**src/logic/eboxPkg.sv**
```systemverilog
package eboxPkg;

  localparam int wordWidth = 36;           // AR, BR, AD and EBUS
  localparam int microWordWidth = 36;
  localparam int scWidth = 10;
  localparam int magicWidth = 9;

  localparam int jFieldLsb = 0;            // Next microaddress
  localparam int jFieldWidth = 11;
  localparam int skipFieldLsb = 11;
  localparam int skipFieldWidth = 3;
  localparam int seqFieldLsb = 14;
  localparam int seqFieldWidth = 2;
  localparam int adFieldLsb = 16;
  localparam int adFieldWidth = 3;
  localparam int arFieldLsb = 19;
  localparam int arFieldWidth = 2;
  localparam int brLoadBit = 21;
  localparam int scFieldLsb = 22;
  localparam int scFieldWidth = 2;
  localparam int magicFieldLsb = 24;       // Bits 33 to 35 are spare

  // Code 0 of every field is the idle choice, so a zero word is a no-op
  localparam logic [seqFieldWidth-1:0] seqNext = 2'd0;
  localparam logic [seqFieldWidth-1:0] seqCall = 2'd1;
  localparam logic [seqFieldWidth-1:0] seqReturn = 2'd2;
  localparam logic [seqFieldWidth-1:0] seqHalt = 2'd3;

  localparam logic [skipFieldWidth-1:0] skipNone = 3'd0;
  localparam logic [skipFieldWidth-1:0] skipAdEq0 = 3'd1;
  localparam logic [skipFieldWidth-1:0] skipAdNeg = 3'd2;
  localparam logic [skipFieldWidth-1:0] skipScNeg = 3'd3;
  localparam logic [skipFieldWidth-1:0] skipScNotNeg = 3'd4;

  localparam logic [adFieldWidth-1:0] adA = 3'd0;
  localparam logic [adFieldWidth-1:0] adAplusB = 3'd1;
  localparam logic [adFieldWidth-1:0] adAminusB = 3'd2;
  localparam logic [adFieldWidth-1:0] adB = 3'd3;
  localparam logic [adFieldWidth-1:0] adAnd = 3'd4;
  localparam logic [adFieldWidth-1:0] adOr = 3'd5;
  localparam logic [adFieldWidth-1:0] adXor = 3'd6;
  localparam logic [adFieldWidth-1:0] adAplus1 = 3'd7;

  localparam logic [arFieldWidth-1:0] arHold = 2'd0;
  localparam logic [arFieldWidth-1:0] arAd = 2'd1;
  localparam logic [arFieldWidth-1:0] arEbus = 2'd2;
  localparam logic [arFieldWidth-1:0] arMagic = 2'd3;

  localparam logic [scFieldWidth-1:0] scHold = 2'd0;
  localparam logic [scFieldWidth-1:0] scLoad = 2'd1;
  localparam logic [scFieldWidth-1:0] scDec = 2'd2;
  localparam logic [scFieldWidth-1:0] scClear = 2'd3;

  typedef union packed {
    logic [magicWidth-1:0] number;         // Unsigned constant for AR
    struct packed {
      logic sign;
      logic [magicWidth-2:0] body;
    } count;                               // Signed start value for SC
  } magicT;

endpackage

```
**src/logic/stepCounter.sv**
```systemverilog
`timescale 1ns/10ps
module stepCounter (
  input  logic eboxClk,
  input  logic rstN,
  input  logic [eboxPkg::microWordWidth-1:0] cramWord,
  output logic scNeg
);

  localparam int extWidth = eboxPkg::scWidth - eboxPkg::magicWidth + 1;
  localparam logic [0:eboxPkg::scWidth-1] scOne = 1;

  logic [eboxPkg::scFieldWidth-1:0] scCode;
  eboxPkg::magicT magic;
  logic [0:eboxPkg::scWidth-1] scLoadValue;
  logic [0:eboxPkg::scWidth-1] sc;

  assign scCode = cramWord[eboxPkg::scFieldLsb +: eboxPkg::scFieldWidth];
  assign magic = cramWord[eboxPkg::magicFieldLsb +: eboxPkg::magicWidth];
  assign scLoadValue = {{extWidth{magic.count.sign}}, magic.count.body};  // Sign-extended

  always_ff @(posedge eboxClk or negedge rstN) begin
    if (!rstN) begin
      sc <= '0;
    end else begin
      case (scCode)
        eboxPkg::scLoad:  sc <= scLoadValue;
        eboxPkg::scDec:   sc <= sc - scOne;                 // Wraps at 10 bits
        eboxPkg::scClear: sc <= '0;
        default:          sc <= sc;
      endcase
    end
  end

  assign scNeg = sc[0];

endmodule

```
**config.mk**
```make
export PLATFORM = sky130hd
export DESIGN_NAME = stepCounter
export DESIGN_NICKNAME = d
export VERILOG_FILES = /design/src/logic/eboxPkg.sv /design/src/logic/stepCounter.sv
export SDC_FILE = /design/constraint.sdc
export NUM_CORES = 1
export LEC_CHECK = 0
export BUFFER_PORTS_ARGS = -buffer_cell sky130_fd_sc_hd__buf_2
export CAP_MARGIN = 30
export CORE_AREA = 3 3 43 45
export CTS_CLUSTER_DIAMETER = 80
export DETAILED_ROUTE_END_ITERATION = 16
export DIE_AREA = 0 0 46 48
export HOLD_SLACK_MARGIN = 0.12
export PLACE_DENSITY = 0.78
export SLEW_MARGIN = 10
export SYNTH_ARGS = -nofsm -noshare
export SYNTH_HDL_FRONTEND = slang
export SYNTH_SLANG_ARGS = --single-unit
```
**constraint.sdc**
```tcl
create_clock -name eboxClk -period 2.8 [get_ports eboxClk]
set_input_delay 0.56 -clock eboxClk [delete_from_list [all_inputs] [get_ports eboxClk]]
set_output_delay 0.56 -clock eboxClk [all_outputs]
set_load 0.03 [all_outputs]
```
==> impl_metrics.yaml, run 1 <==
timing:
  fin_crit_sh_pct: 64.1
  tightest_slew_ns: 0.380
  holdWs_ns: 0.143
  max_freq_mhz: 557
  drv_slew: 0
  slew_headroom_pct: 74.7
  fin_skew_ns: 0.00389
  finalSetupTns_ns: 0
  rsz0062_at_grt: "false"
  finalHoldViolCount: 0
  layout_min_cycle_time_ns: 1.79
  finalSetupViolCount: 0
job:
  maxCapViolations: 0
die:
  io_pins: 39
  die_h_um: 48
  core_area_um2: 1510
  die_w_um: 46
  start_util_pct: 43.9
  fp-row-count: 14
  die-area_um2: 2210
final_layout:
  largest_reg_flops: 10
  drive_gt1_share_pct: 23.8
  fin_nets: 125
  regArea_um2: 250
  synthToLayoutAreaGrowth_pct: 14.4
  multi_input_area_um2: 383
  antenna_cells: 0
  top_register: "sc"
  fillCellCount: 160
  reg_top3: "sc x10"
detailed_routing:
  routed_wl_um: 1360
  ant_nets: 0
  wire_per_inst_um: 13.6
  route.detailed.drc: 0
  drtIter0Drc: 19
  dr_total_vias: 593
  firstDrtPassIters: 4
  vias_per_cell: 5.93
synthesis:
  synth_top_cell_area_share_pct: 37.9
  ys.warnings.count: 0
  ys.flop_type: "dfrtp_1"
  netlist_top_cells_count: "10 x dfrtp_1, 9 x mux2i_1, 7 x nor2_1"
  synth.most_common_cell: "dfrtp_1"
  avgSynthCellArea_um2: 9.30
  async_flop_share_pct: 100
  synth_edf_count: 0
  ys_seq_area_share_pct: 37.9
  netlist_area_um2: 661
  synthesis.nets: 110
  ys_types: 31
  ys_seq_elements: 10
  yosys-top-cells-area: "dfrtp_1 38%, mux2i_1 14%, o22ai_1 4.7%"
  synth_top_area_cell: "dfrtp_1"
  syn_inst: 71
power_and_ir_drop:
  peakVddDrop_uv: 221
  p_leak_uw: 0.000347
  powerDensity_nw_per_um2: 552
global_routing:
  grt_pass1_vias: 533
  antenna_found_initial: 0
  grt_max_degree: 20
  grt_first_pass_wirelength_um: 2270
  track_usage_pct: 14.6
  grt_remaining_overflow: 0
clock_network:
  cts-root-buf: "clkbuf_4"
  cts_tree: "yes"
  cts_sinks: 10
  cts.htree.levels: 1
  clk_pin_slew_worst_paths_ns: 0.06
  worstSkewPairLatency_ns: 0.27
  clockBufferDepth: 2
  cts_setup_buffers: 0
  hold_buffers: 0
  cts_resized: 0
  cts_buffers: 3
placed_design:
  portBuffers: 13
  gp_congestion: 0.819
  dp_hpwl_um: 969
worst_setup_path:
  path_cells: "inv_1 > ha_1 > or4b_4 > or4_1 > o211ai_1"
  crit_path_top_delay_cell: "or4b_4"
  rr_worst_depth: 5
  start_kind: "flip-flop"
  worst-setup-path-type: "flip-flop to flip-flop"
  max_stage_delay_ns: 0.50
  crit_arrival_ns: 1.98
  critPathMaxFanout: 6
  critPathCaptureType: "flip-flop"
  critical_path_required_ns: 2.98
worst_hold_path:
  hold_path_class: "primary input to asynchronous set/reset pin"
outcome:
  status: "completed"
==> power breakdown <==
part	switching (uW)	internal (uW)	total (uW)
clock	48.2	49.6	97.8
combinational	60.8	60.5	121
sequential	30.1	168	198
total	139	278	417
==> final cells by class <==
type                       count  share of cell area, %
inverter                       4                   1.99
sequential                    10                   33.1
clock buffer                   3                   2.98
timing repair buffer          13                   8.61
tap                           16                   2.65
multi-input combinational     54                   50.7
==> cell families (layout without fill, tap and decap cells) <==
group / Yosys count / in the layout / share of synthesized area (%)
AO/OA/AOI/OAI: 17 / 17 / 18.0
adder cells (fa/ha/maj): 1 / 1 / 1.89
buffers and inverters: 7 / 20 / 4.17
flip-flops: 10 / 10 / 37.9
multiplexers: 9 / 9 / 13.6
AND/OR/NAND/NOR: 27 / 27 / 24.4
==> final timing paths <==
path                        from    end  slack, ns
max in group asynchronous   rstN  sc[1]       2.46
min reg2reg                sc[9]  sc[9]       0.58
min in group eboxClk       sc[9]  sc[9]       0.58
min                         rstN  sc[0]       0.14
max                        sc[9]  sc[1]       1.01
max reg2reg                sc[9]  sc[1]       1.01
==> worst max-delay path, delay by kind of cell (launching register included) <==
family	cells	cell delay, ns
flip-flops	1	0.43
AO/OA/AOI/OAI	1	0.10
buffers and inverters	1	0.08
adder cells (fa/ha/maj)	1	0.22
AND/OR/NAND/NOR	2	0.90
==> layout by cell type, fill, tap and decap left out, drive strengths merged, types with 2 or more instances in the layout <==
cell type,count
buf,13
a21boi,2
nor4,2
mux2i,9
or4,2
clkbuf,3
dfrtp,10
nor3,2
inv,4
o22ai,5
nand2b,3
a21oi,2
or3,2
nor2,7
nor2b,3
==> per-layer routing <==
| metal | global-route usage (%) | routed length [um] |
|---|---|---|
| met1 | 19.0 | 659 |
| met3 | 2.26 | 76 |
| met2 | 22.8 | 614 |
| met4 | 8.52 | 7 |
| met5 | 0 | 0 |
==> metrics by stage <==
stage	utilization, %	setup WS [ns]	power (uW)	area (um2)	cells
finish	50.2	1.01	417	756	100
global route	50.2	0.884	448	756	100
CTS	50.2	0.994	422	756	100
detailed placement	48.7	1.00	323	733	97
global placement	48.7	1.02	317	733	97
floorplan	-	1.11	288	661	71
Power figures use the tool's default switching activity.
==> run 2: changes to the inputs <==
--- a/config.mk
+++ b/config.mk
@@ -7,12 +7,12 @@
 export LEC_CHECK = 0
 export BUFFER_PORTS_ARGS = -buffer_cell sky130_fd_sc_hd__buf_2
 export CAP_MARGIN = 30
-export CORE_AREA = 3 3 43 45
+export CORE_AREA = 3 3 46 48
 export CTS_CLUSTER_DIAMETER = 80
 export DETAILED_ROUTE_END_ITERATION = 16
-export DIE_AREA = 0 0 46 48
+export DIE_AREA = 0 0 49 51
 export HOLD_SLACK_MARGIN = 0.12
-export PLACE_DENSITY = 0.78
+export PLACE_DENSITY = 0.72
 export SLEW_MARGIN = 10
 export SYNTH_ARGS = -nofsm -noshare
 export SYNTH_HDL_FRONTEND = slang
==> constraint.sdc (replaced) <==
create_clock -name eboxClk -period 1.55 [get_ports eboxClk]
set_input_delay 0.31 -clock eboxClk [delete_from_list [all_inputs] [get_ports eboxClk]]
set_output_delay 0.31 -clock eboxClk [all_outputs]
set_load 0.03 [all_outputs]
==> run 2 against run 1 <==
Net effect:
- the flow now finishes with violations (setup timing)
- non-clock buffer count grew 11
- clock power up 73%
- clock skew hardly changed
- design area rose by 17%
- power is 100% higher
- combinational power grew to 2.7 times the previous value
- first-iteration DRC count decreased by 21%
- die area grew 13%
- critical path depth did not move
- count of clock-buffer cells in the layout did not move
- critical endpoint unchanged
- largest cell class unchanged
==> impl_metrics.yaml, run 2 (same netlist as run 1, synthesis figures left out) <==
clock_network:
  cts.htree.levels: 1
  cts-root-buf: "clkbuf_4"
  cts_tree: "yes"
  worstSkewPairLatency_ns: 0.26
  clk_pin_slew_worst_paths_ns: 0.06
  cts_buffers: 3
  cts_sinks: 10
  clockBufferDepth: 2
power_and_ir_drop:
  power_uw: 837
  intPower_uw: 556
  p_leak_uw: 0.000405
  peakVddDrop_uv: 589
  clockPowerShare_pct: 20.2
  powerDensity_nw_per_um2: 946
  power_switching_uw: 281
  combPwrFrac_pct: 38.4
  pwr-share-seq_pct: 41.4
  switching_share_pct: 33.6
timing:
  finalHoldViolCount: 0
  fin_crit_sh_pct: 106
  tightest_slew_ns: 0.357
  fin_ws_ns: -0.0920
  layout_min_cycle_time_ns: 1.64
  finalSetupViolCount: 2
  fin_skew_ns: 0.00364
  drv_slew: 0
  max_freq_mhz: 609
  rsz0062_at_grt: "true"
  slew_headroom_pct: 76.0
final_layout:
  largest_reg_flops: 10
  final_common_cell: "buf_2"
  top_register: "sc"
  reg_top3: "sc x10"
  antenna_cells: 0
  post-route-util_pct: 50.7
  mostFrequentLayoutCells: "13 x buf_2, 10 x buf_4, 10 x dfrtp_1, 9 x mux2i_1, 7 x nor2_1"
  fin_nets: 136
  synthToLayoutAreaGrowth_pct: 33.9
  drive_gt1_share_pct: 36.8
worst_setup_path:
  crit_arrival_ns: 1.82
  reg2reg_slack_ns: -0.09
  max_stage_delay_ns: 0.45
  timing.critical_path.buf_inv: 1
  critPathCaptureType: "flip-flop"
  crit_path_top_delay_cell: "or4b_4"
  cpLargestDelayFamily: "simple AND/OR/NAND/NOR gates"
  critical_path_required_ns: 1.73
  worst-setup-path-type: "flip-flop to flip-flop"
  path_cells: "inv_1 > ha_2 > or4b_4 > or4_1 > o211ai_1"
  critPathMaxFanout: 2
  start_kind: "flip-flop"
die:
  io_pins: 39
  die-area_um2: 2500
  core_area_um2: 1750
  fp-row-count: 15
  die_h_um: 51
  die_w_um: 49
  start_util_pct: 37.8
job:
  maxCapViolations: 0
placed_design:
  portBuffers: 13
  dp_hpwl_um: 1140
  gp_congestion: 0.834
global_routing:
  grt_first_pass_wirelength_um: 2590
  antenna_found_initial: 0
  grt_remaining_overflow: 0
  grt_pass1_vias: 601
  track_usage_pct: 13.7
  grt_max_degree: 19
detailed_routing:
  dr_total_vias: 638
  routed_wl_um: 1650
  wire_per_inst_um: 13.7
  drtIter0Drc: 15
  ant_nets: 0
  firstDrtPassIters: 4
  vias_per_cell: 5.32
  route.detailed.drc: 0
outcome:
  status: "finished, violations left"
  violations: "setup timing"
worst_hold_path:
  hold_path_class: "primary input to flip-flop"
==> run 2: metrics by stage <==
step	setup slack (ns)	setup TNS [ns]	hold WS, ns	instances	cell area [um2]
after detailed placement	-0.0723	-0.0856	0.184	115	815
after global placement	-0.0746	-0.0954	0.185	115	815
final	-0.0920	-0.0957	0.346	120	885
after global routing	-0.184	-0.313	0.347	120	885
after CTS	-0.0962	-0.0962	0.337	120	861
after floorplan	-0.115	-0.115	0.0144	71	663
==> run 2: worst reg2reg max path, stage by stage, from the launching register on <==
cell and delay, ns:
dfrtp_1 0.37, inv_1 0.06, ha_2 0.18, or4b_4 0.45, or4_1 0.41, o211ai_1 0.09
==> run 2: worst paths after layout <==
kind | from | cells past startpoint | to
setup reg to reg | sc[9] | 5 | sc[1]
hold reg to reg | sc[9] | 2 | sc[9]
hold / removal | cramWord[28] | 3 | sc[5]
setup / recovery | sc[9] | 5 | sc[1]
max in group asynchronous | rstN | 2 | sc[3]
min in group asynchronous | rstN | 2 | sc[1]
==> run 2: final cells by class <==
| cell class | instances | area, um2 |
|---|---|---|
| inverter | 4 | 15.0 |
| clock buffer | 3 | 22.5 |
| timing repair buffer | 24 | 150 |
| fill | 167 | 861 |
| sequential | 10 | 250 |
| multi-input combinational | 54 | 415 |
| tap | 25 | 31.3 |
==> run 2: routing by layer <==
layer / vias to the layer above / GRT usage (%) / share of wire, %
li1: 320 / - / -
met1: 297 / 16.4 / 44
met2: 21 / 22.4 / 50
met3: 0 / 5.25 / 6.1
met4: 0 / 4.74 / 0
met5: - / 0 / 0
==> run 2: power groups by stage <==
stage	combinational [uW]	sequential [uW]	clock, uW
floorplan	165	357	0
global placement	284	341	0
global route	352	350	199
detailed placement	293	345	0
finish	322	346	169
CTS	304	341	181
==> run 2: what timing repair did <==
item | in CTS | in global routing
pin swaps | 1 | 0
resized for setup | 1 | 4
buffers inserted | 1 | 0
setup endpoints to repair | 2 | 5
endpoints found under the hold margin | 10 | 0
cloned | 0 | 0
hold buffers | 1 | 0
