`config.mk`:
```
export PLATFORM = sky130hd
export DESIGN_NAME = microAddress
export DESIGN_NICKNAME = d
export VERILOG_FILES = /design/src/logic/eboxPkg.sv /design/src/logic/microAddress.sv
export SDC_FILE = /design/constraint.sdc
export NUM_CORES = 1
export LEC_CHECK = 0
export BUFFER_PORTS_ARGS = -buffer_cell sky130_fd_sc_hd__buf_2
export CAP_MARGIN = 10
export CORE_MARGIN = 4
export CORE_UTILIZATION = 47
export CTS_BUF_LIST = sky130_fd_sc_hd__clkbuf_16
export DETAILED_ROUTE_END_ITERATION = 8
export HOLD_SLACK_MARGIN = 0.08
export PLACE_DENSITY_LB_ADDON = 0.15
export SYNTH_ARGS = -nofsm -noshare
export SYNTH_HDL_FRONTEND = slang
export SYNTH_SLANG_ARGS = --single-unit
export TNS_END_PERCENT = 100
```
`constraint.sdc`:
```
create_clock -name eboxClk -period 2.9 [get_ports eboxClk]
set_input_delay 0.87 -clock eboxClk [delete_from_list [all_inputs] [get_ports eboxClk]]
set_output_delay 0.87 -clock eboxClk [all_outputs]
set_load 0.1 [all_outputs]
```
`src/logic/eboxPkg.sv`:
```
package eboxPkg;

  localparam int wordWidth = 36;           // AR, BR, AD and EBUS
  localparam int microWordWidth = 36;
  localparam int scWidth = 10;
  localparam int magicWidth = 9;

  localparam int jFieldLsb = 0;            // Next microaddress
  localparam int jFieldWidth = 11;
  localparam int skipFieldLsb = 11;
  localparam int skipFieldWidth = 3;
  localparam int seqFieldLsb = 14;
  localparam int seqFieldWidth = 2;
  localparam int adFieldLsb = 16;
  localparam int adFieldWidth = 3;
  localparam int arFieldLsb = 19;
  localparam int arFieldWidth = 2;
  localparam int brLoadBit = 21;
  localparam int scFieldLsb = 22;
  localparam int scFieldWidth = 2;
  localparam int magicFieldLsb = 24;       // Bits 33 to 35 are spare

  // Code 0 of every field is the idle choice, so a zero word is a no-op
  localparam logic [seqFieldWidth-1:0] seqNext = 2'd0;
  localparam logic [seqFieldWidth-1:0] seqCall = 2'd1;
  localparam logic [seqFieldWidth-1:0] seqReturn = 2'd2;
  localparam logic [seqFieldWidth-1:0] seqHalt = 2'd3;

  localparam logic [skipFieldWidth-1:0] skipNone = 3'd0;
  localparam logic [skipFieldWidth-1:0] skipAdEq0 = 3'd1;
  localparam logic [skipFieldWidth-1:0] skipAdNeg = 3'd2;
  localparam logic [skipFieldWidth-1:0] skipScNeg = 3'd3;
  localparam logic [skipFieldWidth-1:0] skipScNotNeg = 3'd4;

  localparam logic [adFieldWidth-1:0] adA = 3'd0;
  localparam logic [adFieldWidth-1:0] adAplusB = 3'd1;
  localparam logic [adFieldWidth-1:0] adAminusB = 3'd2;
  localparam logic [adFieldWidth-1:0] adB = 3'd3;
  localparam logic [adFieldWidth-1:0] adAnd = 3'd4;
  localparam logic [adFieldWidth-1:0] adOr = 3'd5;
  localparam logic [adFieldWidth-1:0] adXor = 3'd6;
  localparam logic [adFieldWidth-1:0] adAplus1 = 3'd7;

  localparam logic [arFieldWidth-1:0] arHold = 2'd0;
  localparam logic [arFieldWidth-1:0] arAd = 2'd1;
  localparam logic [arFieldWidth-1:0] arEbus = 2'd2;
  localparam logic [arFieldWidth-1:0] arMagic = 2'd3;

  localparam logic [scFieldWidth-1:0] scHold = 2'd0;
  localparam logic [scFieldWidth-1:0] scLoad = 2'd1;
  localparam logic [scFieldWidth-1:0] scDec = 2'd2;
  localparam logic [scFieldWidth-1:0] scClear = 2'd3;

  typedef union packed {
    logic [magicWidth-1:0] number;         // Unsigned constant for AR
    struct packed {
      logic sign;
      logic [magicWidth-2:0] body;
    } count;                               // Signed start value for SC
  } magicT;

endpackage

```
`src/logic/microAddress.sv`:
```
`timescale 1ns/10ps
module microAddress #(
  parameter int cramDepth = 2048,
  localparam int adrWidth = $clog2(cramDepth)
) (
  input  logic eboxClk,
  input  logic rstN,
  input  logic start,                                       // One-cycle pulse
  input  logic [adrWidth-1:0] startAdr,
  input  logic [eboxPkg::microWordWidth-1:0] cramWord,
  input  logic adEq0,
  input  logic adNeg,
  input  logic scNeg,
  output logic [adrWidth-1:0] nextAdr,
  output logic [adrWidth-1:0] cradr,
  output logic running,
  output logic halted
);

  localparam logic [adrWidth-1:0] adrOne = 1;

  logic [eboxPkg::skipFieldWidth-1:0] skipCode;
  logic [eboxPkg::seqFieldWidth-1:0] seqCode;
  logic [adrWidth-1:0] jAdr;
  logic [adrWidth-1:0] baseAdr;
  logic [adrWidth-1:0] retAdr;
  logic skip;
  logic startTaken;

  assign skipCode = cramWord[eboxPkg::skipFieldLsb +: eboxPkg::skipFieldWidth];
  assign seqCode = cramWord[eboxPkg::seqFieldLsb +: eboxPkg::seqFieldWidth];
  assign jAdr = cramWord[eboxPkg::jFieldLsb +: adrWidth];   // Low bits of J

  always_comb begin
    case (skipCode)
      eboxPkg::skipAdEq0:    skip = adEq0;
      eboxPkg::skipAdNeg:    skip = adNeg;
      eboxPkg::skipScNeg:    skip = scNeg;
      eboxPkg::skipScNotNeg: skip = ~scNeg;
      default:               skip = 1'b0;
    endcase
  end

  assign startTaken = start & ~running;                     // Ignored while running
  assign baseAdr = (seqCode == eboxPkg::seqReturn) ? retAdr : jAdr;
  assign nextAdr = startTaken ? startAdr : (baseAdr | {{(adrWidth-1){1'b0}}, skip});

  always_ff @(posedge eboxClk or negedge rstN) begin
    if (!rstN) begin
      running <= 1'b0;
      cradr <= '0;
      retAdr <= '0;
    end else begin
      if (startTaken) begin
        running <= 1'b1;
      end else if (seqCode == eboxPkg::seqHalt) begin
        running <= 1'b0;                                    // Halt word still executes
      end
      if (running || startTaken) begin
        cradr <= nextAdr;
      end
      if (seqCode == eboxPkg::seqCall) begin
        retAdr <= cradr + adrOne;                           // One level only
      end
    end
  end

  assign halted = ~running;

endmodule

```
==> results of run 1 <==
cells in the final DEF, fill, tap and decap left out, types with 7 or more instances in the layout:
cell and instances:
nor2b_1 9, nor2_1 15, a21oi_4 10, o21ai_1 10
buf_4 8, nand2_1 13, a211oi_1 10, buf_12 11
mux2i_2 10, xnor2_1 7, dfrtp_1 22, buf_2 44
a21oi_1 12
path summary, 6_finish.rpt:
path                                     to         start  cells past startpoint  slack, ps
worst max-delay path            nextAdr[10]  cramWord[14]                      6         40
worst min-delay path              retAdr[6]     retAdr[6]                      2        510
worst max register to register   retAdr[10]      cradr[0]                      5       1320
worst min register to register    retAdr[6]     retAdr[6]                      2        510
max in group asynchronous           running          rstN                      1       1910
min in group asynchronous          cradr[3]          rstN                      1        590
power by group through the flow:
| stage | registers, mW | clock network (mW) | logic, mW |
|---|---|---|---|
| floorplan | 0.666 | 0 | 0.412 |
| global placement | 0.458 | 0 | 0.837 |
| detailed placement | 0.463 | 0 | 0.851 |
| CTS | 0.463 | 0.302 | 0.862 |
| global route | 0.476 | 0.325 | 0.910 |
| finish | 0.467 | 0.301 | 0.867 |
state kept, by name (all words and copies together) (netlist names):
| name | count |
|---|---|
| cradr | 11 |
| retAdr | 11 |
| running | 1 |
cells in the mapped netlist:
| library cell | instances |
|---|---|
| inv_1 | 3 |
| a31oi_1 | 1 |
| nor3_1 | 1 |
| nor3_2 | 1 |
| o21ai_2 | 1 |
| nor2_1 | 16 |
| xor2_1 | 2 |
| nand2b_1 | 1 |
| nor2b_2 | 1 |
| nand3_1 | 2 |
| buf_2 | 2 |
| a211oi_1 | 10 |
| dfrtp_1 | 23 |
| o21ai_1 | 10 |
| o211a_1 | 1 |
| mux2i_1 | 11 |
| clkbuf_1 | 6 |
| a21oi_1 | 22 |
| xnor2_1 | 7 |
| nand4_1 | 2 |
| and3_1 | 1 |
| ha_1 | 1 |
| nor2b_1 | 10 |
| buf_4 | 1 |
| mux2_1 | 1 |
| nand4_2 | 1 |
| nand3_2 | 1 |
| o41ai_1 | 1 |
| or2b_1 | 1 |
| a2111oi_2 | 1 |
| nand2_1 | 13 |
tightest hold or removal path, delay by kind of cell (launching register included):
family	cells	cell delay, ps
and+or+nand+nor	1	50
DFF	1	360
AOI/OAI and AO/OA	1	60
stage by stage:
step	cells	setup slack, ps	TNS, ps	util [%]
6_report	245	38.0	0	77.2
5_1_grt	245	-38.8	-39.2	77.2
4_1_cts	245	-40.8	-155	75.9
3_5_place_dp	241	-39.0	-246	72.2
3_3_place_gp	241	-9.24	-25.4	72.2
2_1_floorplan	155	37.9	0	-
cell families (layout without fill, tap and decap cells):
logic type / after synthesis / count (layout) / synth area share, %
compound gates: 47 / 47 / 20.5
buf+inv: 12 / 71 / 3.71
mux: 12 / 12 / 8.77
fa+ha+maj: 1 / 1 / 0.904
xor+xnor: 9 / 9 / 5.70
flops: 23 / 23 / 41.6
simple gates: 51 / 51 / 18.8
per-layer routing:
metal | track usage [%] | up-vias | part of all wire [%]
met4 | 5.84 | 0 | 1.1
li1 | - | 668 | -
met5 | 0 | - | 0
met1 | 28.4 | 691 | 41
met3 | 6.13 | 6 | 5.7
met2 | 37.6 | 50 | 52
repair_timing:
action,in CTS,in global routing
pin swaps,0,1
endpoints found under the setup margin,10,11
gates resized for setup,6,8
cell type report:
cell class | instances | area (um^2) | share of cell area (%)
multi-input cells | 120 | 930 | 43.3
flip-flops and latches | 23 | 577 | 26.9
repair buffers | 64 | 512 | 23.8
clock buffers | 3 | 75.1 | 3.50
well taps | 31 | 38.8 | 1.81
inverters | 3 | 11.3 | 0.524
clock inverters | 1 | 3.75 | 0.175
==> impl_metrics.py, run 1 <==
metrics = {
    "global_routing": {
        "grt_overflow": 0,
        "track_usage_pct": 22.4,
        "grt_pass1_vias": 1462,
        "grt_pass1_wl_um": 7180,
        "antenna_found_initial": 0,
        "grt_max_degree": 25,
    },
    "drt": {
        "drcViolationCount": 0,
        "first_pass_iters": 4,
        "ant_nets": 0,
        "drtIter0Drc": 66,
        "avgRoutedWirePerCell_um": 17.0,
        "num_vias": 1415,
        "routed_via_density": 5.78,
        "routed_wl_um": 4160,
    },
    "layout": {
        "drive_gt1_share_pct": 45.3,
        "num_antenna_cells": 0,
        "final_area_um2": 2150,
        "fill_cells": 188,
        "area_growth_syn_to_layout_pct": 55.2,
        "nNetsFinal": 269,
    },
    "run": {
        "timing.max_cap.violations": 0,
    },
    "yosys": {
        "yosys_warnings": 0,
        "synthCells": 155,
        "ys_seq_elements": 23,
        "ys_seq_area_share_pct": 41.6,
        "synth_nets": 209,
        "post-synth-top-area-fraction_pct": 41.6,
        "syn-cell-area_um2": 1380,
        "synth.avg_cell_area_um2": 8.93,
        "synth_area_leader_cell": "dfrtp_1",
        "netlist_top_cells_area": "dfrtp_1, a21oi_1, mux2i_1, a211oi_1, nor2b_1",
        "synth.distinct_cells": 31,
    },
    "critical_path": {
        "crit_required_ps": 2030,
        "cp_slowest_stage_delay_ps": 330,
        "cpLargestDelayFamily": "buffers and inverters",
        "startpoint_type": "input pin",
        "crit_slowest_cell": "mux2i_2",
        "arrival_ps": 1990,
        "crit_type": "input pin to output port",
        "cp-end-kind": "output port",
        "crit_fanout": 5,
        "path_buf_inv": 3,
        "crit_chain": "buf_2, nor2b_4, buf_4, mux2i_2, a21oi_4, buf_12",
    },
    "timing": {
        "setup_viol": 0,
        "worst_pin_slew_ps": 545,
        "hold_violations": 0,
        "maxSlewHeadroom_pct": 63.7,
        "whs_ps": 510,
        "min_period_ps": 2860,
        "maxSlewViolCount": 0,
        "clock_skew_ps": 1.67,
        "finalCritPeriodShare_pct": 98.7,
        "fmax_mhz": 349,
    },
    "power_and_ir_drop": {
        "p_total_mw": 1.63,
        "max-vdd-ir-drop_mv": 0.626,
        "swShare_pct": 48.9,
        "pwr-share-comb_pct": 53.0,
        "power.leakage_nw": 0.947,
        "p_per_area_nw_per_um2": 761,
        "seq_power_share_pct": 28.6,
        "p_clk_share_pct": 18.4,
        "switchingPower_uw": 799,
        "p_int_uw": 835,
    },
    "clocking": {
        "cts_tree": "built",
        "cts_buffers": 3,
        "postCtsHoldBufs": 0,
        "clk_pin_slew_ps": 60,
        "clock-sinks": 23,
        "clock_latency_ps": 250,
        "cts_setup_buffers": 0,
        "cts_buffer_depth": 2,
        "root_buffer": "clkbuf_16",
        "htreeDepth": 1,
    },
    "floorplan": {
        "row_count": 19,
        "dieArea_um2": 3880,
        "core_area_um2": 2780,
        "dieWidth_um": 62.3,
        "start_util_pct": 49.8,
        "ios": 77,
        "die_y_um": 62.3,
    },
    "placement": {
        "gp_congestion": 0.778,
        "place_area_um2": 2010,
        "dpl.hpwl_um": 3000,
        "io_buffers": 56,
    },
    "worst_hold_path": {
        "hp-class": "register to register",
    },
    "run_status": {
        "status": "finished, final reports clean",
    },
}
No activity file was read; power rests on OpenSTA's default activity.
==> run 2, diff against run 1 <==
Settings changed: CORE_UTILIZATION 47 to 28, RECOVER_POWER from default to 25.
==> run 2 against run 1 <==
Against the previous run:
- setup slack improved by 37 ps
- clock power decreased by 2%
- maximum frequency increased by 1.3%
- highest routed layer unchanged
==> impl_metrics.py, run 2 (synthesis results as in run 1) <==
metrics = {
    "drt": {
        "routed_via_density": 4.61,
        "first_pass_iters": 4,
        "ant_nets": 0,
        "num_vias": 1310,
        "routed_wl_um": 3920,
        "drtIter0Drc": 25,
        "avgRoutedWirePerCell_um": 13.8,
        "drcViolationCount": 0,
    },
    "worst_hold_path": {
        "hold_start": "retAdr[4]",
        "worstHoldEndpoint": "retAdr[4]",
        "hp-class": "register to register",
        "min_path_cells": 2,
    },
    "clocking": {
        "cts_tree": "built",
        "clock_latency_ps": 250,
        "htreeDepth": 1,
        "clk_pin_slew_ps": 60,
        "postCtsHoldBufs": 0,
        "cts_buffer_depth": 2,
        "root_buffer": "clkbuf_16",
        "cts_buffers": 3,
        "clock-sinks": 23,
    },
    "placement": {
        "dpl.hpwl_um": 2950,
        "gp_congestion": 0.732,
        "io_buffers": 56,
        "dp_slack_ps": -35.1,
        "dp.cells": 279,
    },
    "layout": {
        "area_growth_syn_to_layout_pct": 63.7,
        "reg_top3": "cradr x11, retAdr x11, running x1",
        "final_util_pct": 47.6,
        "nNetsFinal": 272,
        "final_common_cell": "buf_2",
        "num_antenna_cells": 0,
        "layout_common_cells": "buf_2, dfrtp_1, nor2_1, nand2_1, a21oi_1",
        "final_cells": 284,
        "drive_gt1_share_pct": 45.6,
    },
    "critical_path": {
        "crit_fanout": 5,
        "crit_type": "input pin to output port",
        "path_buf_inv": 3,
        "reg2reg_depth": 5,
        "cpLargestDelayFamily": "buffers and inverters",
        "arrival_ps": 1950,
        "startpoint_type": "input pin",
        "ff2ff_setup_slack_ps": 1440,
        "rr_endpoint": "retAdr[6]",
        "cp_slowest_stage_delay_ps": 310,
        "cp-end-kind": "output port",
        "crit_chain": "buf_2, nor2b_4, buf_6, mux2i_2, a21oi_4, buf_12",
        "r2r_start": "cradr[0]",
        "crit_required_ps": 2030,
        "crit_slowest_cell": "mux2i_2",
    },
    "timing": {
        "fmax_mhz": 354,
        "rsz0062_at_grt": "false",
        "maxSlewViolCount": 0,
        "maxSlewHeadroom_pct": 14.2,
        "min_period_ps": 2820,
        "hold_violations": 0,
        "worst_pin_slew_ps": 1290,
        "finalCritPeriodShare_pct": 97.4,
        "timing.final.ws_setup_ps": 75.3,
        "setup_viol": 0,
        "clock_skew_ps": 1.34,
    },
    "global_routing": {
        "grt_pass1_vias": 1268,
        "track_usage_pct": 12.8,
        "grt_overflow": 0,
        "grt_pass1_wl_um": 6220,
        "grt_max_degree": 25,
        "antenna_found_initial": 0,
    },
    "floorplan": {
        "dieWidth_um": 78.3,
        "dieArea_um2": 6130,
        "start_util_pct": 29.1,
        "die_y_um": 78.3,
        "row_count": 25,
        "core_area_um2": 4750,
        "ios": 77,
    },
    "power_and_ir_drop": {
        "p_per_area_nw_per_um2": 725,
        "p_total_mw": 1.64,
        "max-vdd-ir-drop_mv": 0.310,
        "power.leakage_nw": 0.972,
    },
    "run": {
        "timing.max_cap.violations": 0,
    },
    "run_status": {
        "status": "finished, final reports clean",
    },
}
==> run 2: changes by cell type in the layout (fill, tap and decap cells not counted), moves of 2 or more <==
cell / previous run / this run
mux2i_2: 10 / 6
buf_2: 44 / 42
mux2i_4: 0 / 3
buf_6: 1 / 4
==> run 2: worst min-delay path: stages, from the launching register on <==
cell and delay (ps):
dfrtp_1 340, nand2_1 50, o21ai_1 60
==> run 2: routing by layer <==
metal  up-vias  wire [um]  GRT usage, %
met2        32       1890          21.2
met4         0         19          3.15
met1       602       1830          17.0
met5         -          0             0
li1        674          -             -
met3         2        178          2.87
==> run 2: timing repair <==
action | CTS | global route
gates resized for setup | 4 | 19
buffers inserted | 0 | 1
pin swaps | 0 | 1
endpoints found under the setup margin | 10 | 11
endpoints found under the hold margin | 0 | 0
==> run 2: how the worst max path moves through the flow <==
stage                        endpoint  cells after the start    startpoint  slack (ps)
final                      nextAdr[3]                      6  cramWord[15]          80
after global routing       nextAdr[0]                      7  cramWord[15]           3
after CTS                  nextAdr[8]                      6  cramWord[14]         -30
after detailed placement   nextAdr[0]                      7         start         -40
after global placement     nextAdr[0]                      7         start         -30
after floorplan           nextAdr[10]                      3         start          40
==> run 2: power breakdown <==
part           internal (mW)  switching (mW)  total (mW)
registers              0.389          0.0807       0.470
clock network          0.184           0.111       0.295
logic                  0.275           0.601       0.877
==> run 2: final cells by class <==
class,instances,area (um^2)
Clock buffer,3,75.1
Clock inverter,1,3.75
Fill cell,474,2490
Inverter,3,11.3
Multi-Input combinational cell,120,967
Sequential cell,23,577
Tap cell,67,83.8
Timing Repair Buffer,67,547
==> run 2: metrics by stage <==
stage | setup TNS, ps | hold WS [ps] | cell area [um^2]
floorplan | 0 | 452 | 1510
global placement | -115 | 471 | 2070
detailed placement | -211 | 481 | 2070
CTS | -133 | 492 | 2160
global route | 0 | 504 | 2260
finish | 0 | 487 | 2260
