## config.mk

```make
export PLATFORM = sky130hd
export DESIGN_NAME = dataPath
export DESIGN_NICKNAME = d
export VERILOG_FILES = /design/src/logic/eboxPkg.sv /design/src/logic/dataPath.sv
export SDC_FILE = /design/constraint.sdc
export NUM_CORES = 1
export LEC_CHECK = 0
export BUFFER_PORTS_ARGS = -buffer_cell sky130_fd_sc_hd__buf_2
export CORE_AREA = 2 2 187 143
export CTS_BUF_LIST = sky130_fd_sc_hd__clkbuf_8
export CTS_CLUSTER_SIZE = 10
export DETAILED_ROUTE_END_ITERATION = 10
export DIE_AREA = 0 0 189 145
export SLEW_MARGIN = 20
export SYNTH_ARGS = -nofsm -noshare
export SYNTH_HDL_FRONTEND = slang
export SYNTH_SLANG_ARGS = --single-unit
export TNS_END_PERCENT = 5
```

## constraint.sdc

```tcl
create_clock -name eboxClk -period 7.3 [get_ports eboxClk]
set_clock_uncertainty 0.1 [all_clocks]
set_input_delay 0.73 -clock eboxClk [delete_from_list [all_inputs] [get_ports eboxClk]]
set_output_delay 0.73 -clock eboxClk [all_outputs]
set_load 0.01 [all_outputs]
```

## src/logic/eboxPkg.sv

```systemverilog
package eboxPkg;

  localparam int wordWidth = 36;           // AR, BR, AD and EBUS
  localparam int microWordWidth = 36;
  localparam int scWidth = 10;
  localparam int magicWidth = 9;

  localparam int jFieldLsb = 0;            // Next microaddress
  localparam int jFieldWidth = 11;
  localparam int skipFieldLsb = 11;
  localparam int skipFieldWidth = 3;
  localparam int seqFieldLsb = 14;
  localparam int seqFieldWidth = 2;
  localparam int adFieldLsb = 16;
  localparam int adFieldWidth = 3;
  localparam int arFieldLsb = 19;
  localparam int arFieldWidth = 2;
  localparam int brLoadBit = 21;
  localparam int scFieldLsb = 22;
  localparam int scFieldWidth = 2;
  localparam int magicFieldLsb = 24;       // Bits 33 to 35 are spare

  // Code 0 of every field is the idle choice, so a zero word is a no-op
  localparam logic [seqFieldWidth-1:0] seqNext = 2'd0;
  localparam logic [seqFieldWidth-1:0] seqCall = 2'd1;
  localparam logic [seqFieldWidth-1:0] seqReturn = 2'd2;
  localparam logic [seqFieldWidth-1:0] seqHalt = 2'd3;

  localparam logic [skipFieldWidth-1:0] skipNone = 3'd0;
  localparam logic [skipFieldWidth-1:0] skipAdEq0 = 3'd1;
  localparam logic [skipFieldWidth-1:0] skipAdNeg = 3'd2;
  localparam logic [skipFieldWidth-1:0] skipScNeg = 3'd3;
  localparam logic [skipFieldWidth-1:0] skipScNotNeg = 3'd4;

  localparam logic [adFieldWidth-1:0] adA = 3'd0;
  localparam logic [adFieldWidth-1:0] adAplusB = 3'd1;
  localparam logic [adFieldWidth-1:0] adAminusB = 3'd2;
  localparam logic [adFieldWidth-1:0] adB = 3'd3;
  localparam logic [adFieldWidth-1:0] adAnd = 3'd4;
  localparam logic [adFieldWidth-1:0] adOr = 3'd5;
  localparam logic [adFieldWidth-1:0] adXor = 3'd6;
  localparam logic [adFieldWidth-1:0] adAplus1 = 3'd7;

  localparam logic [arFieldWidth-1:0] arHold = 2'd0;
  localparam logic [arFieldWidth-1:0] arAd = 2'd1;
  localparam logic [arFieldWidth-1:0] arEbus = 2'd2;
  localparam logic [arFieldWidth-1:0] arMagic = 2'd3;

  localparam logic [scFieldWidth-1:0] scHold = 2'd0;
  localparam logic [scFieldWidth-1:0] scLoad = 2'd1;
  localparam logic [scFieldWidth-1:0] scDec = 2'd2;
  localparam logic [scFieldWidth-1:0] scClear = 2'd3;

  typedef union packed {
    logic [magicWidth-1:0] number;         // Unsigned constant for AR
    struct packed {
      logic sign;
      logic [magicWidth-2:0] body;
    } count;                               // Signed start value for SC
  } magicT;

endpackage

```

## src/logic/dataPath.sv

```systemverilog
`timescale 1ns/10ps
module dataPath (
  input  logic eboxClk,
  input  logic rstN,
  input  logic [eboxPkg::microWordWidth-1:0] cramWord,
  input  logic [0:eboxPkg::wordWidth-1] ebus,
  output logic [0:eboxPkg::wordWidth-1] ar,
  output logic adEq0,
  output logic adNeg
);

  localparam logic [0:eboxPkg::wordWidth-1] wordOne = 1;

  logic [eboxPkg::adFieldWidth-1:0] adCode;
  logic [eboxPkg::arFieldWidth-1:0] arCode;
  logic brLoad;
  eboxPkg::magicT magic;
  logic [0:eboxPkg::wordWidth-1] magicWord;
  logic [0:eboxPkg::wordWidth-1] br;
  logic [0:eboxPkg::wordWidth-1] ad;

  assign adCode = cramWord[eboxPkg::adFieldLsb +: eboxPkg::adFieldWidth];
  assign arCode = cramWord[eboxPkg::arFieldLsb +: eboxPkg::arFieldWidth];
  assign brLoad = cramWord[eboxPkg::brLoadBit];
  assign magic = cramWord[eboxPkg::magicFieldLsb +: eboxPkg::magicWidth];

  // Magic number lands in the right end of AR
  assign magicWord = {{(eboxPkg::wordWidth - eboxPkg::magicWidth){1'b0}}, magic.number};

  // AD function unit, arithmetic wraps at 36 bits
  always_comb begin
    case (adCode)
      eboxPkg::adA:       ad = ar;
      eboxPkg::adAplusB:  ad = ar + br;
      eboxPkg::adAminusB: ad = ar - br;
      eboxPkg::adB:       ad = br;
      eboxPkg::adAnd:     ad = ar & br;
      eboxPkg::adOr:      ad = ar | br;
      eboxPkg::adXor:     ad = ar ^ br;
      default:            ad = ar + wordOne;                // adAplus1
    endcase
  end

  assign adEq0 = (ad == '0);
  assign adNeg = ad[0];                                     // Bit 0 is the sign

  always_ff @(posedge eboxClk or negedge rstN) begin
    if (!rstN) begin
      ar <= '0;
    end else begin
      case (arCode)
        eboxPkg::arAd:    ar <= ad;
        eboxPkg::arEbus:  ar <= ebus;
        eboxPkg::arMagic: ar <= magicWord;
        default:          ar <= ar;                         // arHold
      endcase
    end
  end

  // BR takes AR as it was before this edge
  always_ff @(posedge eboxClk or negedge rstN) begin
    if (!rstN) begin
      br <= '0;
    end else if (brLoad) begin
      br <= ar;
    end
  end

endmodule

```

==> impl_metrics.csv, run 1 <==
group,metric,value,unit
status,status,"finished, final reports clean",
timing,rsz0062_at_grt,"no",
cts,post_cts_buffers,0,
timing,finalCritPeriodShare,97.2,%
critical_path,max_stage_delay,440,ps
timing,drv_slew,0,
critical_path,cp_data_arrival_time,6270,ps
placed_design,dpl_worst_slack,409,ps
floorplanning,die_y,145,µm
layout,nNetsFinal,1410,
cts,clk_pin_slew,110,ps
layout,drive_above_1_share,14.0,%
detailed_routing,ant_nets,0,
yosys,yosysWarnings,0,
placed_design,port-buffer-count,90,
yosys,yosysTopAreaCell,"dfrtp_1",
power,irDropWorstVdd,95.1,µV
critical_path,rrSetupSlack,1940,ps
critical_path,critPathRequiredTime,6470,ps
yosys,synth_cells,1161,
global_route,grt_pass1_vias,8713,
critical_path,rr_worst_depth,20,
critical_path,cp-start-kind,"flip-flop",
power,pwr-share-seq,30.0,%
cts,cts_buffers,9,
global_route,antenna_found_initial,0,
cts,htree_levels,3,
floorplanning,dieWidth,189,µm
cts,cts-root-buf,"clkbuf_8",
detailed_routing,drc,0,
yosys,synthTopCellsByArea,"dfrtp_1, ha_1, a21oi_1",
floorplanning,initial_core_util,34.7,%
layout,final_core_util,39.3,%
cts,cts_tree,"yes",
detailed_routing,wl_per_cell,21.3,µm
floorplanning,dieArea,27400,µm²
layout,multiInputGateArea,6580,µm²
power,p_leak,4.45,nW
yosys,synthesis.area,8880,µm²
power,power_frac_comb,48.1,%
global_route,grt_use_total,24.4,%
critical_path,cpMaxStageDelayCell,"dfrtp_1",
critical_path,critPathMostFrequentCell,"nand4_1",
power,power.total,1.89,mW
yosys,syn_nets,1344,
layout,n_fill_cell,2688,
yosys,synth_top_area_share,20.3,%
cts,cts_buffer_depth,2,
power,clockPowerShare,21.8,%
global_route,grt_start_max_net_pins,73,
yosys,ys_seq_area_share,20.3,%
yosys,synth_cell_types,77,
timing,setup_tns,0,ps
layout,fin_cells,1576,
timing,hold_violations,0,
timing,tightest_slew,1120,ps
yosys,synth_enable_flop_cells,0,
timing,fin_ws,202,ps
detailed_routing,drt-total-wl,33600,µm
placed_design,routabilityCongestion,0.973,
power,swShare,45.2,%
layout,syn_to_final_growth,13.2,%
power,p_int,1.04,mW
cts,clock_sinks,72,
placed_design,dp_cells,1560,
critical_path,startpoint,"br[34]",
run,maxCapViolations,0,
layout,diodes,0,
yosys,ys_top_cells_by_count,"nand2_1, ha_1, a21oi_1, o21ai_0, inv_1",
critical_path,worstPathCellList,"nor3_2 > nand4_1 > nor2_1 > nand3_1 > or3_1 > nor2_1 > nand2_1 > nor4b_2 > a21oi_1 > o22ai_1 > ha_2 > and4_1 > a221oi_2 > o21ai_0 > nor4b_1 > a311oi_1 > nor4_1 > nand4_1 > nor4_4 > buf_4 > nand4_1 > nor4b_2 > buf_2",
critical_path,end_kind,"output pin",
hold_path,hp-class,"in2async",
floorplanning,rows,51,
yosys,synth-main-ff-cell,"dfrtp_1",
timing,setup_viol,0,
cts,clock_latency,420,ps
power,p_per_area,188,nW/µm²
timing,max-slew-margin-rel,25.5,%
critical_path,r2r_start,"br[34]",
critical_path,rr_endpoint,"ar[0]",
floorplanning,core_area,25600,µm²
layout,ff_latch_area,1800,µm²
critical_path,worstSetupPathType,"reg2out",
detailed_routing,post_drt_via_cell_ratio,6.06,
critical_path,cp_max_fo,8,
power,power_switching,0.855,mW
floorplanning,ios,112,
detailed_routing,first_iter_violations,1146,
timing,fmax,0.141,GHz
cts,holdBufCountCts,0,
timing,post-route-min-period,7100,ps
yosys,ys_seq_elements,72,
yosys,synth.most_common_cell,"nand2_1",
detailed_routing,dr.pass1.iters,6,
yosys,syn_area_per_cell,7.65,µm²
detailed_routing,num_vias,9547,
global_route,grt_overflow_total,0,
global_route,grt_pass1_wl,52100,µm
yosys,async_reset_ff_share,100,%
placed_design,hpwl,24600,µm
## worst max-delay path: cells and delay by family (launching register included)
| kind | cells | cell delay [ps] |
|---|---|---|
| buf+inv | 2 | 330 |
| simple gates | 15 | 3760 |
| compound gates | 5 | 950 |
| flops | 1 | 440 |
| fa+ha+maj | 1 | 370 |
## metal layers
layer / wire length, µm / vias up / track usage [%]
met3: 3090 / 59 / 5.35
met5: 0 / - / 0
met2: 13600 / 438 / 34.2
met4: 768 / 0 / 6.76
met1: 16100 / 4561 / 37.0
li1: - / 4489 / -
## flip-flops by register name (all words and copies together), names as in the netlist
signal / count
ar: 36
br: 36
## power by group through the flow
stage	sequential, mW	combinational [mW]	clock (mW)
after CTS	0.565	0.891	0.423
after floorplan	0.550	0.613	0
final	0.568	0.910	0.413
after detailed placement	0.573	0.885	0
after global routing	0.580	1.01	0.438
after global placement	0.570	0.867	0
## kinds of logic (layout without fill, tap and decap cells)
logic type | Yosys count | count (layout) | synth area share, %
fa+ha+maj | 109 | 109 | 15.4
buf+inv | 149 | 220 | 6.45
simple gates | 322 | 322 | 18.0
mux | 58 | 58 | 7.58
compound gates | 432 | 432 | 30.4
xor+xnor | 19 | 19 | 1.87
flops | 72 | 72 | 20.3
## cell usage in the layout (no fill, tap or decap), types with 5 or more instances in the layout
master / count
a211o_1: 6
a211oi_1: 7
a21o_1: 12
a21oi_1: 105
a221oi_1: 10
a22oi_1: 8
a31oi_1: 10
and2_1: 11
and3_1: 8
and4_1: 5
buf_2: 89
buf_4: 33
clkbuf_8: 9
dfrtp_1: 72
ha_1: 107
inv_1: 79
mux2i_1: 47
mux4_2: 7
nand2_1: 110
nand2b_1: 6
nand3_1: 29
nand4_1: 10
nor2_1: 67
nor2b_1: 6
nor3_1: 29
nor4_1: 10
o211ai_1: 10
o21a_1: 7
o21ai_0: 99
o21ai_1: 29
o221ai_1: 12
o22ai_1: 54
o2bb2ai_1: 7
or3_1: 9
xnor2_1: 15
## stage by stage
step,instance area (µm²),hold slack [ps]
finish,10100,248
global route,10100,302
detailed placement,9770,501
global placement,9770,478
CTS,10000,415
floorplan,8880,334
## final cells by class
type                       count  area share (%)
multi-input combinational    940            65.4
sequential                    72            17.9
timing repair buffer         123            7.01
tap                          344            4.28
inverter                      81            3.03
clock buffer                   9            1.23
clock inverter                 7            1.11
## timing repair
action	4_1_cts	5_1_grt
pin swaps	0	1
endpoints found under the hold margin	0	0
endpoints found under the setup margin	1	1
gates resized for setup	1	7
## worst max-delay path by stage
stage	end
after floorplan	adEq0
after global placement	adEq0
after detailed placement	adEq0
after CTS	adEq0
after global routing	adEq0
final	adEq0
(Power assumes the default switching activity.)
==> inputs of run 2 (changes only) <==
--- a/constraint.sdc
+++ b/constraint.sdc
@@ -3,3 +3,3 @@
 set_input_delay 0.73 -clock eboxClk [delete_from_list [all_inputs] [get_ports eboxClk]]
 set_output_delay 0.73 -clock eboxClk [all_outputs]
-set_load 0.01 [all_outputs]
+set_load 0.1 [all_outputs]
==> impl_metrics.csv, run 2 (synthesized netlist as in run 1, its figures left out) <==
group,metric,value,unit
status,status,"finished, final reports clean",
detailed_routing,first_iter_violations,1048,
critical_path,max_stage_delay,480,ps
critical_path,rr_worst_depth,20,
critical_path,cp_max_fo,7,
floorplanning,die_y,145,µm
timing,setup_tns,0,ps
critical_path,end_kind,"output pin",
timing,tightest_slew,1160,ps
power,pwr-share-seq,27.7,%
placed_design,place_area,9890,µm²
detailed_routing,drt-total-wl,34200,µm
timing,setup_viol,0,
global_route,grt_pass1_vias,8690,
cts,cts_buffers,9,
layout,syn_to_final_growth,14.2,%
power,clockPowerShare,17.4,%
cts,htree_levels,3,
cts,clock_sinks,72,
run,maxCapViolations,0,
power,p_per_area,203,nW/µm²
cts,clk_pin_slew,90,ps
cts,clock_latency,420,ps
placed_design,routabilityCongestion,0.965,
power,power_frac_comb,54.9,%
floorplanning,dieArea,27400,µm²
placed_design,port-buffer-count,90,
power,irDropWorstVdd,103,µV
critical_path,cp_data_arrival_time,6150,ps
layout,nNetsFinal,1420,
critical_path,worstSetupPathType,"reg2out",
layout,fin_area,10100,µm²
critical_path,critPathMostFrequentCell,"nor2_1",
cts,cts-root-buf,"clkbuf_8",
critical_path,rr_endpoint,"ar[0]",
floorplanning,core_area,25600,µm²
layout,final_core_util,39.6,%
floorplanning,ios,112,
cts,post_cts_buffers,0,
critical_path,rrSetupSlack,2020,ps
power,power_switching,1.06,mW
layout,layout_commonest_cell,"nand2_1",
layout,drive_above_1_share,14.6,%
timing,max-slew-margin-rel,22.7,%
layout,layout_common_cells,"nand2_1, ha_1, a21oi_1, o21ai_0, buf_2",
placed_design,hpwl,24900,µm
power,p_leak,4.51,nW
power,swShare,51.7,%
global_route,grt_overflow_total,0,
power,power.total,2.06,mW
timing,finalCritPeriodShare,95.6,%
detailed_routing,post_drt_via_cell_ratio,5.95,
detailed_routing,drc,0,
floorplanning,dieWidth,189,µm
cts,cts_buffer_depth,2,
critical_path,critPathRequiredTime,6470,ps
global_route,grt_pass1_wl,52800,µm
floorplanning,rows,51,
critical_path,worstPathCellList,"nor2_1 > nand4_1 > nor2_1 > nand3_1 > or3_1 > nor2_1 > nand2_1 > nor4b_2 > a21oi_1 > o22ai_1 > ha_1 > and4_1 > a221oi_2 > o2111ai_2 > nand2_1 > mux2_1 > a211oi_2 > nand4b_1 > nor4_2 > buf_4 > nand4_1 > nor4b_4 > buf_12",
detailed_routing,ant_nets,0,
global_route,grt_start_max_net_pins,73,
timing,hold_violations,0,
global_route,antenna_found_initial,0,
layout,reg_top3,"ar: 36 flops, br: 36 flops",
detailed_routing,dr.pass1.iters,6,
detailed_routing,wl_per_cell,21.6,µm
critical_path,cp-start-kind,"flip-flop",
timing,drv_slew,0,
cts,cts_tree,"yes",
hold_path,hp-class,"in2async",
detailed_routing,num_vias,9446,
critical_path,r2r_start,"br[34]",
critical_path,cpMaxStageDelayCell,"dfrtp_1",
timing,post-route-min-period,6980,ps
timing,fmax,0.143,GHz
power,p_int,0.993,mW
cts,holdBufCountCts,0,
global_route,grt_use_total,24.9,%
floorplanning,initial_core_util,34.7,%
-- run 2: cell types whose count changed in the layout (fill, tap and decap cells not counted), moves of 2 or more --
cell       before  now
clkbuf_8        9   11
buf_12          0    3
buf_4          33   41
bufinv_16       3    1
-- run 2: timing repair --
item / in CTS / in global routing
gates cloned: 0 / 0
hold endpoints to repair: 0 / 0
gates resized for setup: 1 / 6
setup endpoints to repair: 1 / 1
-- run 2: layout make-up --
type / count / area (µm²)
Timing Repair Buffer: 133 / 820
Multi-Input combinational cell: 940 / 6580
Inverter: 81 / 304
Fill cell: 2639 / 15500
Sequential cell: 72 / 1800
Clock inverter: 5 / 47.5
Antenna cell: 1 / 2.50
Tap cell: 344 / 430
Clock buffer: 11 / 151
-- run 2: metrics by stage --
stage | hold WS (ps) | worst slack [ps] | instances
floorplan | 334 | 522 | 1161
global placement | 479 | 443 | 1570
detailed placement | 500 | 438 | 1570
CTS | 436 | 52.5 | 1586
global route | 324 | -22.6 | 1586
finish | 252 | 322 | 1587
-- run 2: worst max-delay path by stage --
stage | slack, ps | endpoint | startpoint | depth (start not counted)
after floorplan | 520 | adEq0 | cramWord[16] | 19
after global placement | 440 | adEq0 | br[33] | 23
after detailed placement | 440 | adEq0 | br[33] | 23
after CTS | 50 | adEq0 | br[34] | 23
after global routing | -20 | adEq0 | br[34] | 23
final | 320 | adEq0 | br[29] | 23
-- run 2: worst max-delay path: cells and delay by family (launching register included) --
family          cells  cell delay [ps]
compound gates      5             1120
buf+inv             2              400
simple gates       14             3070
fa+ha+maj           1              270
flops               1              480
mux                 1              360
-- run 2: power groups by stage --
stage	Sequential [mW]	Clock (mW)	Combinational, mW
final	0.569	0.358	1.13
after global routing	0.582	0.383	1.23
after detailed placement	0.573	0	1.10
after global placement	0.571	0	1.09
after CTS	0.566	0.366	1.11
after floorplan	0.742	0	0.624
-- run 2: per-layer routing --
layer  wire length (µm)  global-route usage, %
met2              14000                   35.7
met5                  0                      0
met4                568                   5.74
met3               3000                   4.62
met1              16700                   38.1
